## src/hdl/cnt_pkg.sv

```systemverilog
// Event counter bank definitions
`default_nettype none

package cnt_pkg;

    ////////////////////
    // Geometry

    // Counter index width and bank depth
    localparam int CNT_AW    = 5;
    localparam int CNT_DEPTH = 32;

    // Counter and add amount widths
    localparam int CNT_W     = 16;
    localparam int AMT_W     = 8;

    // Saturation ceiling for OP_ADD
    localparam logic [CNT_W-1:0] CNT_MAX = '1;

    ////////////////////
    // Encodings

    // Command opcodes
    typedef enum logic {
        OP_ADD   = 1'b0,
        OP_CLEAR = 1'b1
    } op_e;

    // Engine states, sweep first and then normal operation
    typedef enum logic {
        ST_INIT = 1'b0,
        ST_RUN  = 1'b1
    } upd_state_e;

endpackage

`default_nettype wire

```

## src/hdl/rmw_if.sv

```systemverilog
// Read-modify-write interfaces
`timescale 1ns/1ps
`default_nettype none

////////////////////
// Engine to hazard block

interface eng_if;
    import cnt_pkg::*;

    // Read request, issued in cycle t
    logic              re;
    logic [CNT_AW-1:0] ra;
    // Current counter value, valid in t+2
    logic [CNT_W-1:0]  rdd;
    // New counter value, presented in t+3
    logic [CNT_W-1:0]  wrd;

    modport eng (output re, output ra, output wrd, input rdd);
    modport haz (input re, input ra, input wrd, output rdd);
endinterface

////////////////////
// Hazard block to RAM

interface mem_if;
    import cnt_pkg::*;

    // Write port
    logic              we;
    logic [CNT_AW-1:0] wa;
    logic [CNT_W-1:0]  wd;
    // Read port, data two cycles after the request
    logic              re;
    logic [CNT_AW-1:0] ra;
    logic [CNT_W-1:0]  rd;

    modport ctl (output we, output wa, output wd, output re, output ra, input rd);
    modport mem (input we, input wa, input wd, input re, input ra, output rd);
endinterface

`default_nettype wire

```

## src/hdl/cnt_ram.sv

```systemverilog
// Counter storage RAM
`timescale 1ns/1ps
`default_nettype none

module cnt_ram (
    input  wire logic clk,
    input  wire logic rst,
    mem_if.mem        mem
);
    import cnt_pkg::*;

    // Counter words
    logic [CNT_W-1:0]  ram_q [CNT_DEPTH];
    // Registered read address and read word
    logic [CNT_AW-1:0] ra_q;
    logic [CNT_W-1:0]  rd_q;

    ////////////////////
    // Write and read

    always_ff @(posedge clk)
    begin
        // Write lands at the edge that ends the write cycle
        if (mem.we)
        begin
            ram_q[mem.wa] <= mem.wd;
        end
        // Address stage holds its value while no read is issued
        if (mem.re)
        begin
            ra_q <= mem.ra;
        end
        // Data stage gives the second cycle of latency
        rd_q <= ram_q[ra_q];
    end

    assign mem.rd = rd_q;

    ////////////////////
    // Checks

    // The hazard block must keep reads off the word being written
    a_no_rw_collide : assert property (@(posedge clk) disable iff (rst)
        !(mem.re && mem.we && (mem.ra == mem.wa)))
        else $error("cnt_ram: read and write to the same word in one cycle");

endmodule

`default_nettype wire

```

## src/hdl/rmw_hazard.sv

```systemverilog
// Read-modify-write hazard control
`timescale 1ns/1ps
`default_nettype none

module rmw_hazard (
    input  wire logic clk,
    input  wire logic rst,
    eng_if.haz        eng,
    mem_if.ctl        mem
);
    import cnt_pkg::*;

    // Read request pipeline, stage 3 is the write-back
    logic              s1_re;
    logic              s2_re;
    logic              s3_re;
    logic [CNT_AW-1:0] s1_ra;
    logic [CNT_AW-1:0] s2_ra;
    logic [CNT_AW-1:0] s3_ra;

    // Hazard detects
    logic              hit_wr0;
    logic              hit_wr1;
    logic              hit_rd1;

    // Registered forwarding selects
    logic              wr0_q;
    logic              rd1_q;
    logic              fwd_old_q;
    logic              fwd_new_q;

    // Write data copies
    logic [CNT_W-1:0]  wd_d1;
    logic [CNT_W-1:0]  wd_fwd;

    ////////////////////
    // Address pipeline

    always_ff @(posedge clk)
    begin
        if (rst)
        begin
            s1_re <= 1'b0;
            s2_re <= 1'b0;
            s3_re <= 1'b0;
        end
        else
        begin
            s1_re <= eng.re;
            s2_re <= s1_re;
            s3_re <= s2_re;
        end
    end

    always_ff @(posedge clk)
    begin
        s1_ra <= eng.ra;
        s2_ra <= s1_ra;
        s3_ra <= s2_ra;
    end

    ////////////////////
    // Hazard detection

    // New read against the write in this cycle, RAM read is dropped
    assign hit_wr0 = eng.re & s3_re & (eng.ra == s3_ra);
    // Read one stage in, against the write in this cycle
    assign hit_wr1 = s1_re & s3_re & (s1_ra == s3_ra);
    // New read right behind a read of the same counter
    // Its write-back lands exactly when this read needs data
    assign hit_rd1 = eng.re & s1_re & (eng.ra == s1_ra);

    always_ff @(posedge clk)
    begin
        if (rst)
        begin
            wr0_q     <= 1'b0;
            rd1_q     <= 1'b0;
            fwd_old_q <= 1'b0;
            fwd_new_q <= 1'b0;
        end
        else
        begin
            wr0_q     <= hit_wr0;
            rd1_q     <= hit_rd1;
            fwd_old_q <= hit_wr1 | wr0_q;
            fwd_new_q <= rd1_q;
        end
    end

    // Keep the later of the two writes that the RAM read missed
    always_ff @(posedge clk)
    begin
        wd_d1  <= eng.wrd;
        wd_fwd <= hit_wr1 ? eng.wrd : wd_d1;
    end

    ////////////////////
    // Read data select

    // Freshest first: live write data, then saved copy, then RAM
    assign eng.rdd = fwd_new_q ? eng.wrd :
                     fwd_old_q ? wd_fwd  : mem.rd;

    ////////////////////
    // RAM side

    assign mem.re = eng.re & ~hit_wr0;
    assign mem.ra = eng.ra;
    assign mem.we = s3_re;
    assign mem.wa = s3_ra;
    assign mem.wd = eng.wrd;

    // Every write-back belongs to a read three cycles earlier
    a_wr_after_rd : assert property (@(posedge clk) disable iff (rst)
        mem.we |-> $past(eng.re, 3))
        else $error("rmw_hazard: write without a read three cycles before");

endmodule

`default_nettype wire

```

## src/hdl/cnt_update.sv

```systemverilog
// Counter update engine
`timescale 1ns/1ps
`default_nettype none

module cnt_update (
    input  wire logic                     clk,
    input  wire logic                     rst,
    input  wire logic                     cmd_valid,
    output logic                          cmd_ready,
    input  wire cnt_pkg::op_e             cmd_op,
    input  wire logic [cnt_pkg::CNT_AW-1:0] cmd_idx,
    input  wire logic [cnt_pkg::AMT_W-1:0]  cmd_amt,
    output logic                          res_valid,
    output logic [cnt_pkg::CNT_AW-1:0]    res_idx,
    output logic [cnt_pkg::CNT_W-1:0]     res_count,
    eng_if.eng                            eng
);
    import cnt_pkg::*;

    upd_state_e        state;
    // Sweep issue flag and index
    logic              init_re;
    logic [CNT_AW-1:0] init_idx;
    logic              accept;

    // Stage 0 is the operation entering the pipeline
    op_e               s0_op;
    logic [AMT_W-1:0]  s0_amt;
    // Stages 1 and 2 while the RAM read is in flight
    op_e               s1_op;
    op_e               s2_op;
    logic [AMT_W-1:0]  s1_amt;
    logic [AMT_W-1:0]  s2_amt;
    logic [CNT_AW-1:0] s1_idx;
    logic [CNT_AW-1:0] s2_idx;
    logic              s1_res;
    logic              s2_res;

    // Update arithmetic
    logic [CNT_W:0]    sum_full;
    logic [CNT_W-1:0]  new_val;
    logic [CNT_W-1:0]  wrd_q;

    ////////////////////
    // Sweep FSM

    always_ff @(posedge clk)
    begin
        if (rst)
        begin
            state    <= ST_INIT;
            init_re  <= 1'b0;
            init_idx <= '0;
        end
        else
        begin
            case (state)
                ST_INIT:
                begin
                    // First cycle after reset stays idle
                    init_re <= 1'b1;
                    if (init_re)
                    begin
                        init_idx <= init_idx + 1'b1;
                        if (init_idx == CNT_AW'(CNT_DEPTH - 1))
                        begin
                            state   <= ST_RUN;
                            init_re <= 1'b0;
                        end
                    end
                end
                ST_RUN:
                begin
                    state <= ST_RUN;
                end
            endcase
        end
    end

    ////////////////////
    // Issue

    assign cmd_ready = (state == ST_RUN);
    assign accept    = cmd_valid & cmd_ready;

    // Sweep entries are clears of amount zero
    assign eng.re = (state == ST_INIT) ? init_re  : accept;
    assign eng.ra = (state == ST_INIT) ? init_idx : cmd_idx;
    assign s0_op  = (state == ST_INIT) ? OP_CLEAR : cmd_op;
    assign s0_amt = (state == ST_INIT) ? '0       : cmd_amt;

    // Result flags for accepted commands only
    always_ff @(posedge clk)
    begin
        if (rst)
        begin
            s1_res    <= 1'b0;
            s2_res    <= 1'b0;
            res_valid <= 1'b0;
        end
        else
        begin
            s1_res    <= accept;
            s2_res    <= s1_res;
            res_valid <= s2_res;
        end
    end

    always_ff @(posedge clk)
    begin
        s1_op  <= s0_op;
        s2_op  <= s1_op;
        s1_amt <= s0_amt;
        s2_amt <= s1_amt;
        s1_idx <= eng.ra;
        s2_idx <= s1_idx;
    end

    ////////////////////
    // Update in t+2

    assign sum_full = {1'b0, eng.rdd} + {{(CNT_W + 1 - AMT_W){1'b0}}, s2_amt};

    always_comb
    begin
        if (s2_op == OP_CLEAR)
            new_val = '0;
        else if (sum_full[CNT_W])
            new_val = CNT_MAX;   // carry out means saturate
        else
            new_val = sum_full[CNT_W-1:0];
    end

    // Write-back and result both in t+3
    always_ff @(posedge clk)
    begin
        wrd_q     <= new_val;
        res_idx   <= s2_idx;
        res_count <= (s2_op == OP_CLEAR) ? eng.rdd : new_val;
    end

    assign eng.wrd = wrd_q;

    ////////////////////
    // Checks

    a_no_cmd_in_init : assert property (@(posedge clk) disable iff (rst)
        (state == ST_INIT) |-> !cmd_ready)
        else $error("cnt_update: cmd_ready high during sweep");

endmodule

`default_nettype wire

```

## src/hdl/cnt_top.sv

```systemverilog
// Event counter bank top level
`timescale 1ns/1ps
`default_nettype none

module cnt_top (
    input  wire logic                       clk,
    input  wire logic                       rst,
    // Command side
    input  wire logic                       cmd_valid,
    output logic                            cmd_ready,
    input  wire cnt_pkg::op_e               cmd_op,
    input  wire logic [cnt_pkg::CNT_AW-1:0] cmd_idx,
    input  wire logic [cnt_pkg::AMT_W-1:0]  cmd_amt,
    // Result side, no back-pressure
    output logic                            res_valid,
    output logic [cnt_pkg::CNT_AW-1:0]      res_idx,
    output logic [cnt_pkg::CNT_W-1:0]       res_count
);

    ////////////////////
    // Internal buses

    eng_if eng_bus ();
    mem_if mem_bus ();

    ////////////////////
    // Engine, hazard control, storage

    cnt_update update0 (
        .clk       (clk),
        .rst       (rst),
        .cmd_valid (cmd_valid),
        .cmd_ready (cmd_ready),
        .cmd_op    (cmd_op),
        .cmd_idx   (cmd_idx),
        .cmd_amt   (cmd_amt),
        .res_valid (res_valid),
        .res_idx   (res_idx),
        .res_count (res_count),
        .eng       (eng_bus.eng)
    );

    rmw_hazard hazard0 (
        .clk (clk),
        .rst (rst),
        .eng (eng_bus.haz),
        .mem (mem_bus.ctl)
    );

    cnt_ram ram0 (
        .clk (clk),
        .rst (rst),
        .mem (mem_bus.mem)
    );

endmodule

`default_nettype wire

```

## config.mk

```make
export PLATFORM = sky130hd
export DESIGN_NAME = cnt_top
export DESIGN_NICKNAME = d
export VERILOG_FILES = /design/src/hdl/cnt_pkg.sv /design/src/hdl/rmw_if.sv /design/src/hdl/cnt_ram.sv /design/src/hdl/rmw_hazard.sv /design/src/hdl/cnt_update.sv /design/src/hdl/cnt_top.sv
export SDC_FILE = /design/constraint.sdc
export NUM_CORES = 1
export LEC_CHECK = 0
export BUFFER_PORTS_ARGS = -buffer_cell sky130_fd_sc_hd__buf_4
export CORE_MARGIN = 2
export CORE_UTILIZATION = 67
export CTS_BUF_LIST = sky130_fd_sc_hd__clkbuf_16
export DETAILED_ROUTE_END_ITERATION = 12
export PLACE_DENSITY = 0.83
export SYNTH_ARGS = -nofsm -noshare
export SYNTH_HDL_FRONTEND = slang
export SYNTH_HIERARCHICAL = 1
export SYNTH_SLANG_ARGS = --single-unit
export TNS_END_PERCENT = 10
```

## constraint.sdc

```tcl
create_clock -name clk -period 6.2 [get_ports clk]
set_input_delay 0.31 -clock clk [delete_from_list [all_inputs] [get_ports clk]]
set_output_delay 0.31 -clock clk [all_outputs]
set_load 0.01 [all_outputs]
```

---- After elaboration in Yosys (flattened, before gate mapping) ----
Memory sizes are Yosys's and may differ from the RTL's. A register that Yosys moved wholly into a read port is not among the register bits.
Index checks and enable logic that the tools add are counted.
word-level totals
  memories kept ........................... 1
  input bits .............................. 17
  bits in registers ....................... 119
  memory bits (writable) .................. 512
cells by class
  bitwise operators ....................... 11
  reduce and logical (&&, ||, !) cells .... 1
  muxes and demuxes ....................... 15
  equality and inequality tests ........... 4
  add/subtract/negate cells ............... 2
memory list
  name        words  width  read ports  clocked after memory_dff  wr ports  RTL line       source
  ram0.ram_q  32     16     1           1                         1         cnt_ram.sv:13  logic [CNT_W-1:0] ram_q [CNT_DEPTH];
operators by type and width
  cell                                                            count
  16-bit 2-to-1 mux                                               6
  16-bit by 8-bit adder with 17-bit output                        1
  5-bit == test                                                   3
  1-bit AND                                                       8
  1-bit 2-to-1 mux                                                7
  5-bit by 1-bit adder with 5-bit output (second input constant)  1
  5-bit == test (second input constant)                           1
  5-bit 2-to-1 mux                                                1
  1-bit inverter                                                  2
  1-bit case mux with 2 select lines                              1
  2-bit AND reduction                                             1
  1-bit bitwise OR                                                1

---- Logic depth before layout (Yosys ltp) ----
  depth after elaboration ................. 6
  mapped depth ............................ 11
  depth with buffers taken out ............ 9

---- Modules after synthesis ----
Netlist, hierarchy kept.
modules (own cells, without submodules)
  module      cells an instance  times used  area an instance (um^2)  sequential area each (um^2)
  cnt_ram     1148               1           20686.1                  15845.2
  cnt_update  263                1           2728.9                   1501.4
  rmw_hazard  175                1           2020.7                   1081.0

---- Worst setup path after synthesis ----
OpenSTA, ideal clock, no wires.
  path kind ............................... reg-to-reg
  start point ............................. register hazard0.fwd_old_q
  end point ............................... register update0.wrd_q[13], in the netlist update0/eng.wrd[13]
  cell stages (with the launch flop) ...... 11
  setup time .............................. 0.134 ns
  arrival ................................. 2.875 ns
  slack ................................... 3.192 ns
  cell sequence ........................... dfxtp_1 clkbuf_1 buf_2 mux2i_1 o21ai_0 ha_1 a21o_1 a2111oi_4 a211oi_2 a2111oi_2 a211oi_1
on the way
  longest elaborated chain between the ends .. 5
RTL lines
  what                                      RTL line           source
  start, declared                           rmw_hazard.sv:29   logic fwd_old_q;
  start signal, assigned                    rmw_hazard.sv:86   fwd_old_q <= hit_wr1 | wr0_q;
  16-bit 2-to-1 mux                         rmw_hazard.sv:103  fwd_old_q ? wd_fwd : mem.rd;
  16-bit 2-to-1 mux                         rmw_hazard.sv:102  assign eng.rdd = fwd_new_q ? eng.wrd :
  via eng_bus.rdd[4]                        rmw_if.sv:15       logic [CNT_W-1:0] rdd;
  16-bit by 8-bit adder with 17-bit output  cnt_update.sv:122  assign sum_full = {1'b0, eng.rdd} + {{(CNT_W + 1 - AMT_W){1'b0}}, s2_amt};
  16-bit 2-to-1 mux                         cnt_update.sv:128  else if (sum_full[CNT_W])
  16-bit 2-to-1 mux                         cnt_update.sv:126  if (s2_op == OP_CLEAR)
  via update0.new_val[13]                   cnt_update.sv:41   logic [CNT_W-1:0] new_val;
  end signal, assigned                      cnt_update.sv:137  wrd_q <= new_val;
  end, declared                             cnt_update.sv:42   logic [CNT_W-1:0] wrd_q;
The timed path passes the listed nets, and every way through them passes these cells.
A chain may end at the register's enable or synchronous reset.

---- Final worst setup path ----
  start point ............................. register hazard0.fwd_old_q
  end point ............................... register update0.wrd_q[11], in the netlist update0/eng.wrd[11]
The elaborated chain is that of the path after synthesis.

==> results.py <==
metrics = {
    "layout": {
        "syn2layout_area_growth_pct": 10.6,
        "final_nets": 1669,
        "drive_above_1_share_pct": 12.7,
        "layoutNonFillerInstCount": 2199,
    },
    "placed_design": {
        "place_hpwl_mm": 30.1,
        "dpl.cell_count": 2074,
        "port_buffers": 39,
        "gp_congestion": 0.834,
    },
    "timing": {
        "fmax_mhz": 263,
        "setup_viol": 0,
        "fin_skew_ns": 0.0320,
        "relSlewSlack_pct": 14.5,
        "post-route-min-period_ns": 3.80,
        "period_share_pct": 61.3,
        "worstMarginPinSlew_ns": 1.28,
        "hold_viol_final": 0,
        "slew_viol_final": 0,
        "fin_tns_setup_ns": 0,
        "rsz0062_at_grt": "no",
    },
    "status": {
        "status": "completed",
    },
    "pwr": {
        "p_per_area_nw_per_um2": 323,
        "vdd_ir_drop_max_mv": 0.223,
        "p_leak_nw": 10.7,
    },
    "floorplan": {
        "die_w_um": 199,
        "die_h_um": 199,
        "rows": 71,
        "die_area_um2": 39500,
        "coreArea_um2": 37500,
        "initial_core_util_pct": 67.8,
        "ios": 40,
    },
    "route": {
        "first_pass_iters": 5,
        "wl_per_cell_um": 25.0,
        "vias": 14100,
        "ant_nets": 0,
        "drc": 0,
        "first_iter_violations": 1447,
        "via_per_inst": 6.40,
        "routed_wl_mm": 54.9,
    },
    "global_route": {
        "grt_first_pass_wirelength_mm": 81.5,
        "grt_usage_pct": 28.1,
        "grt_pass1_vias": 14000,
        "overflow": 0,
        "grt_start_max_net_pins": 114,
        "antenna_found_initial": 1,
    },
    "yosys": {
        "synth_top_area_share_pct": 61.0,
        "syn_nets": 1614,
        "synthMostInstantiatedCell": "edfxtp_1",
        "async_reset_ff_share_pct": 0,
        "synth_common_cells": "edfxtp_1 (517), mux2i_1 (277), dfxtp_1 (145)",
        "synth_warnings": 6,
        "synth_area_leaders": "edfxtp_1 (61%), dfxtp_1 (11%), mux2i_1 (11%), a22oi_1 (1.9%), buf_4 (1.2%)",
        "synth-main-ff-cell": "edfxtp_1",
        "synth_area_um2": 25400,
        "synth_edf_count": 517,
        "yosysUniqueCellTypes": 56,
        "ys_seq_area_share_pct": 72.4,
        "syn_area_per_cell_um2": 16.0,
        "yosys.area.top_type": "edfxtp_1",
        "synth_seq_cells": 662,
        "syn_inst": 1586,
    },
    "cts": {
        "post_cts_resized": 0,
        "clock-sinks": 662,
        "cts_tree": "built",
        "clk_latency_ns": 0.59,
        "post-cts-setup-buffers": 0,
        "cts_buffers": 66,
        "cts-root-buf": "clkbuf_16",
        "path_clk_slew_ns": 0.06,
        "htreeDepth": 3,
        "cts_hold_buf": 10,
        "cts_buffer_depth": 3,
    },
    "setup_path": {
        "crit_required_ns": 6.69,
        "worstPathMaxFanout": 16,
        "critPathLaunchType": "flip-flop",
        "critical-path-top-delay-family": "compound AO/OA/AOI/OAI gates",
        "cp.arrival_ns": 4.28,
        "cp_cell_sequence": "mux2i_1 > o21ai_0 > nand4_1 > a211oi_2 > a211oi_1 > a211oi_1",
        "crit_type": "reg -> reg",
        "cp-end-kind": "flip-flop",
        "crit_buf_inv": 0,
        "cpMostUsedCell": "a211oi_1",
        "max_stage_delay_ns": 0.94,
        "crit_slowest_cell": "dfxtp_1",
    },
    "hold_path": {
        "hp-class": "in -> reg",
    },
    "job": {
        "max_cap_viol_count": 0,
    },
}
-- stage by stage --
stage          cell area (um^2)  utilization [%]  power, W  setup slack, ns  hold slack, ns
2_1_floorplan             25400                -   0.00528             3.19           0.310
3_3_place_gp              26000             69.3   0.00539             2.64           0.310
3_5_place_dp              26000             69.3   0.00540             2.52           0.312
4_1_cts                   28100             75.0   0.00912             2.45          0.0342
5_1_grt                   28100             75.0   0.00933             1.98          0.0568
6_report                  28100             75.0   0.00909             2.40          0.0527
-- registers in the layout, indices dropped and copies added, names as in the netlist, 5 cells and up --
register / count
ram0/mem.rd: 16
hazard0/wd_fwd: 16
update0/res_count: 16
update0/init_idx: 5
hazard0/s1_ra: 5
ram0/ra_q: 5
update0/s2_idx: 5
update0/s1_amt: 8
hazard0/wd_d1: 16
hazard0/mem.wa: 5
update0/eng.wrd: 16
update0/s2_amt: 8
hazard0/s2_ra: 5
ram0/ram_q: 512
update0/res_idx: 5
update0/s1_idx: 5
-- cell usage in the layout (no fill, tap or decap), drive strengths merged, types with 2 or more instances in the layout --
cell,instances
or2,2
nor4,2
bufinv,5
nor2,68
or3b,3
nand3,36
buf,83
nor2b,13
mux2,22
ha,10
a22o,32
mux2i,277
inv,27
nand2,62
a21oi,56
a22oi,64
xnor2,11
edfxtp,517
clkbuf,67
o21ai,19
nand3b,5
a31oi,25
and2,10
and3,2
clkinv,20
a211oi,15
nand2b,4
xor2,11
a211o,3
a21o,6
nand4,24
a2111oi,3
dlygate4sd3,10
nor3,16
dfxtp,145
-- path summary, 6_finish.rpt --
check,startpoint,endpoint,slack [ns],cells past startpoint
worst max-delay path,hazard0/fwd_old_q$_SDFF_PP0_,update0/eng.wrd[11]$_DFF_P_,2.40,6
worst min-delay path,rst,update0/init_idx[0]$_SDFFE_PP0P_,0.05,2
worst max register to register,hazard0/fwd_old_q$_SDFF_PP0_,update0/eng.wrd[11]$_DFF_P_,2.40,6
worst min register to register,update0/s1_amt[2]$_SDFF_PN0_,update0/s2_amt[2]$_DFF_P_,0.32,0
-- per-layer routing --
metal	track usage, %	share of wire [%]
met5	0	0
met4	10.3	2.8
met3	4.65	7.8
met2	46.2	49
met1	38.5	40
-- kinds of logic (layout without fill, tap and decap cells) --
kind of cell | after synthesis | after routing | synth area share (%)
compound gates | 231 | 231 | 6.30
xor+xnor | 22 | 22 | 0.758
fa+ha+maj | 11 | 11 | 0.571
buf+inv | 112 | 213 | 3.15
flops | 662 | 662 | 72.4
mux | 299 | 299 | 12.0
other cells | 0 | 1 | 0
simple gates | 249 | 249 | 4.77
-- worst reg2reg max path, delay by kind of cell, from the launching register on --
family	cells	cell delay, ns
compound gates	4	2.12
mux	1	0.17
simple gates	1	0.49
flops	1	0.94
-- power breakdown --
part           total (W)  switching (W)  leakage [nW]  internal (W)
Sequential       0.00479      0.0000261          6.63       0.00477
Clock            0.00376        0.00158          1.06       0.00217
Combinational   0.000535       0.000319          3.04      0.000217
Total            0.00909        0.00193          10.7       0.00716
-- final cells by class --
cell class,instances,area (um^2)
inverters,6,22.5
clock inverters,47,365
multi-input cells,812,6240
flip-flops and latches,662,18400
clock buffers,67,1680
well taps,511,639
diodes,1,2.50
repair buffers,93,748
fillers,2140,9360
Note: power is estimated with default switching activity, not from simulation.
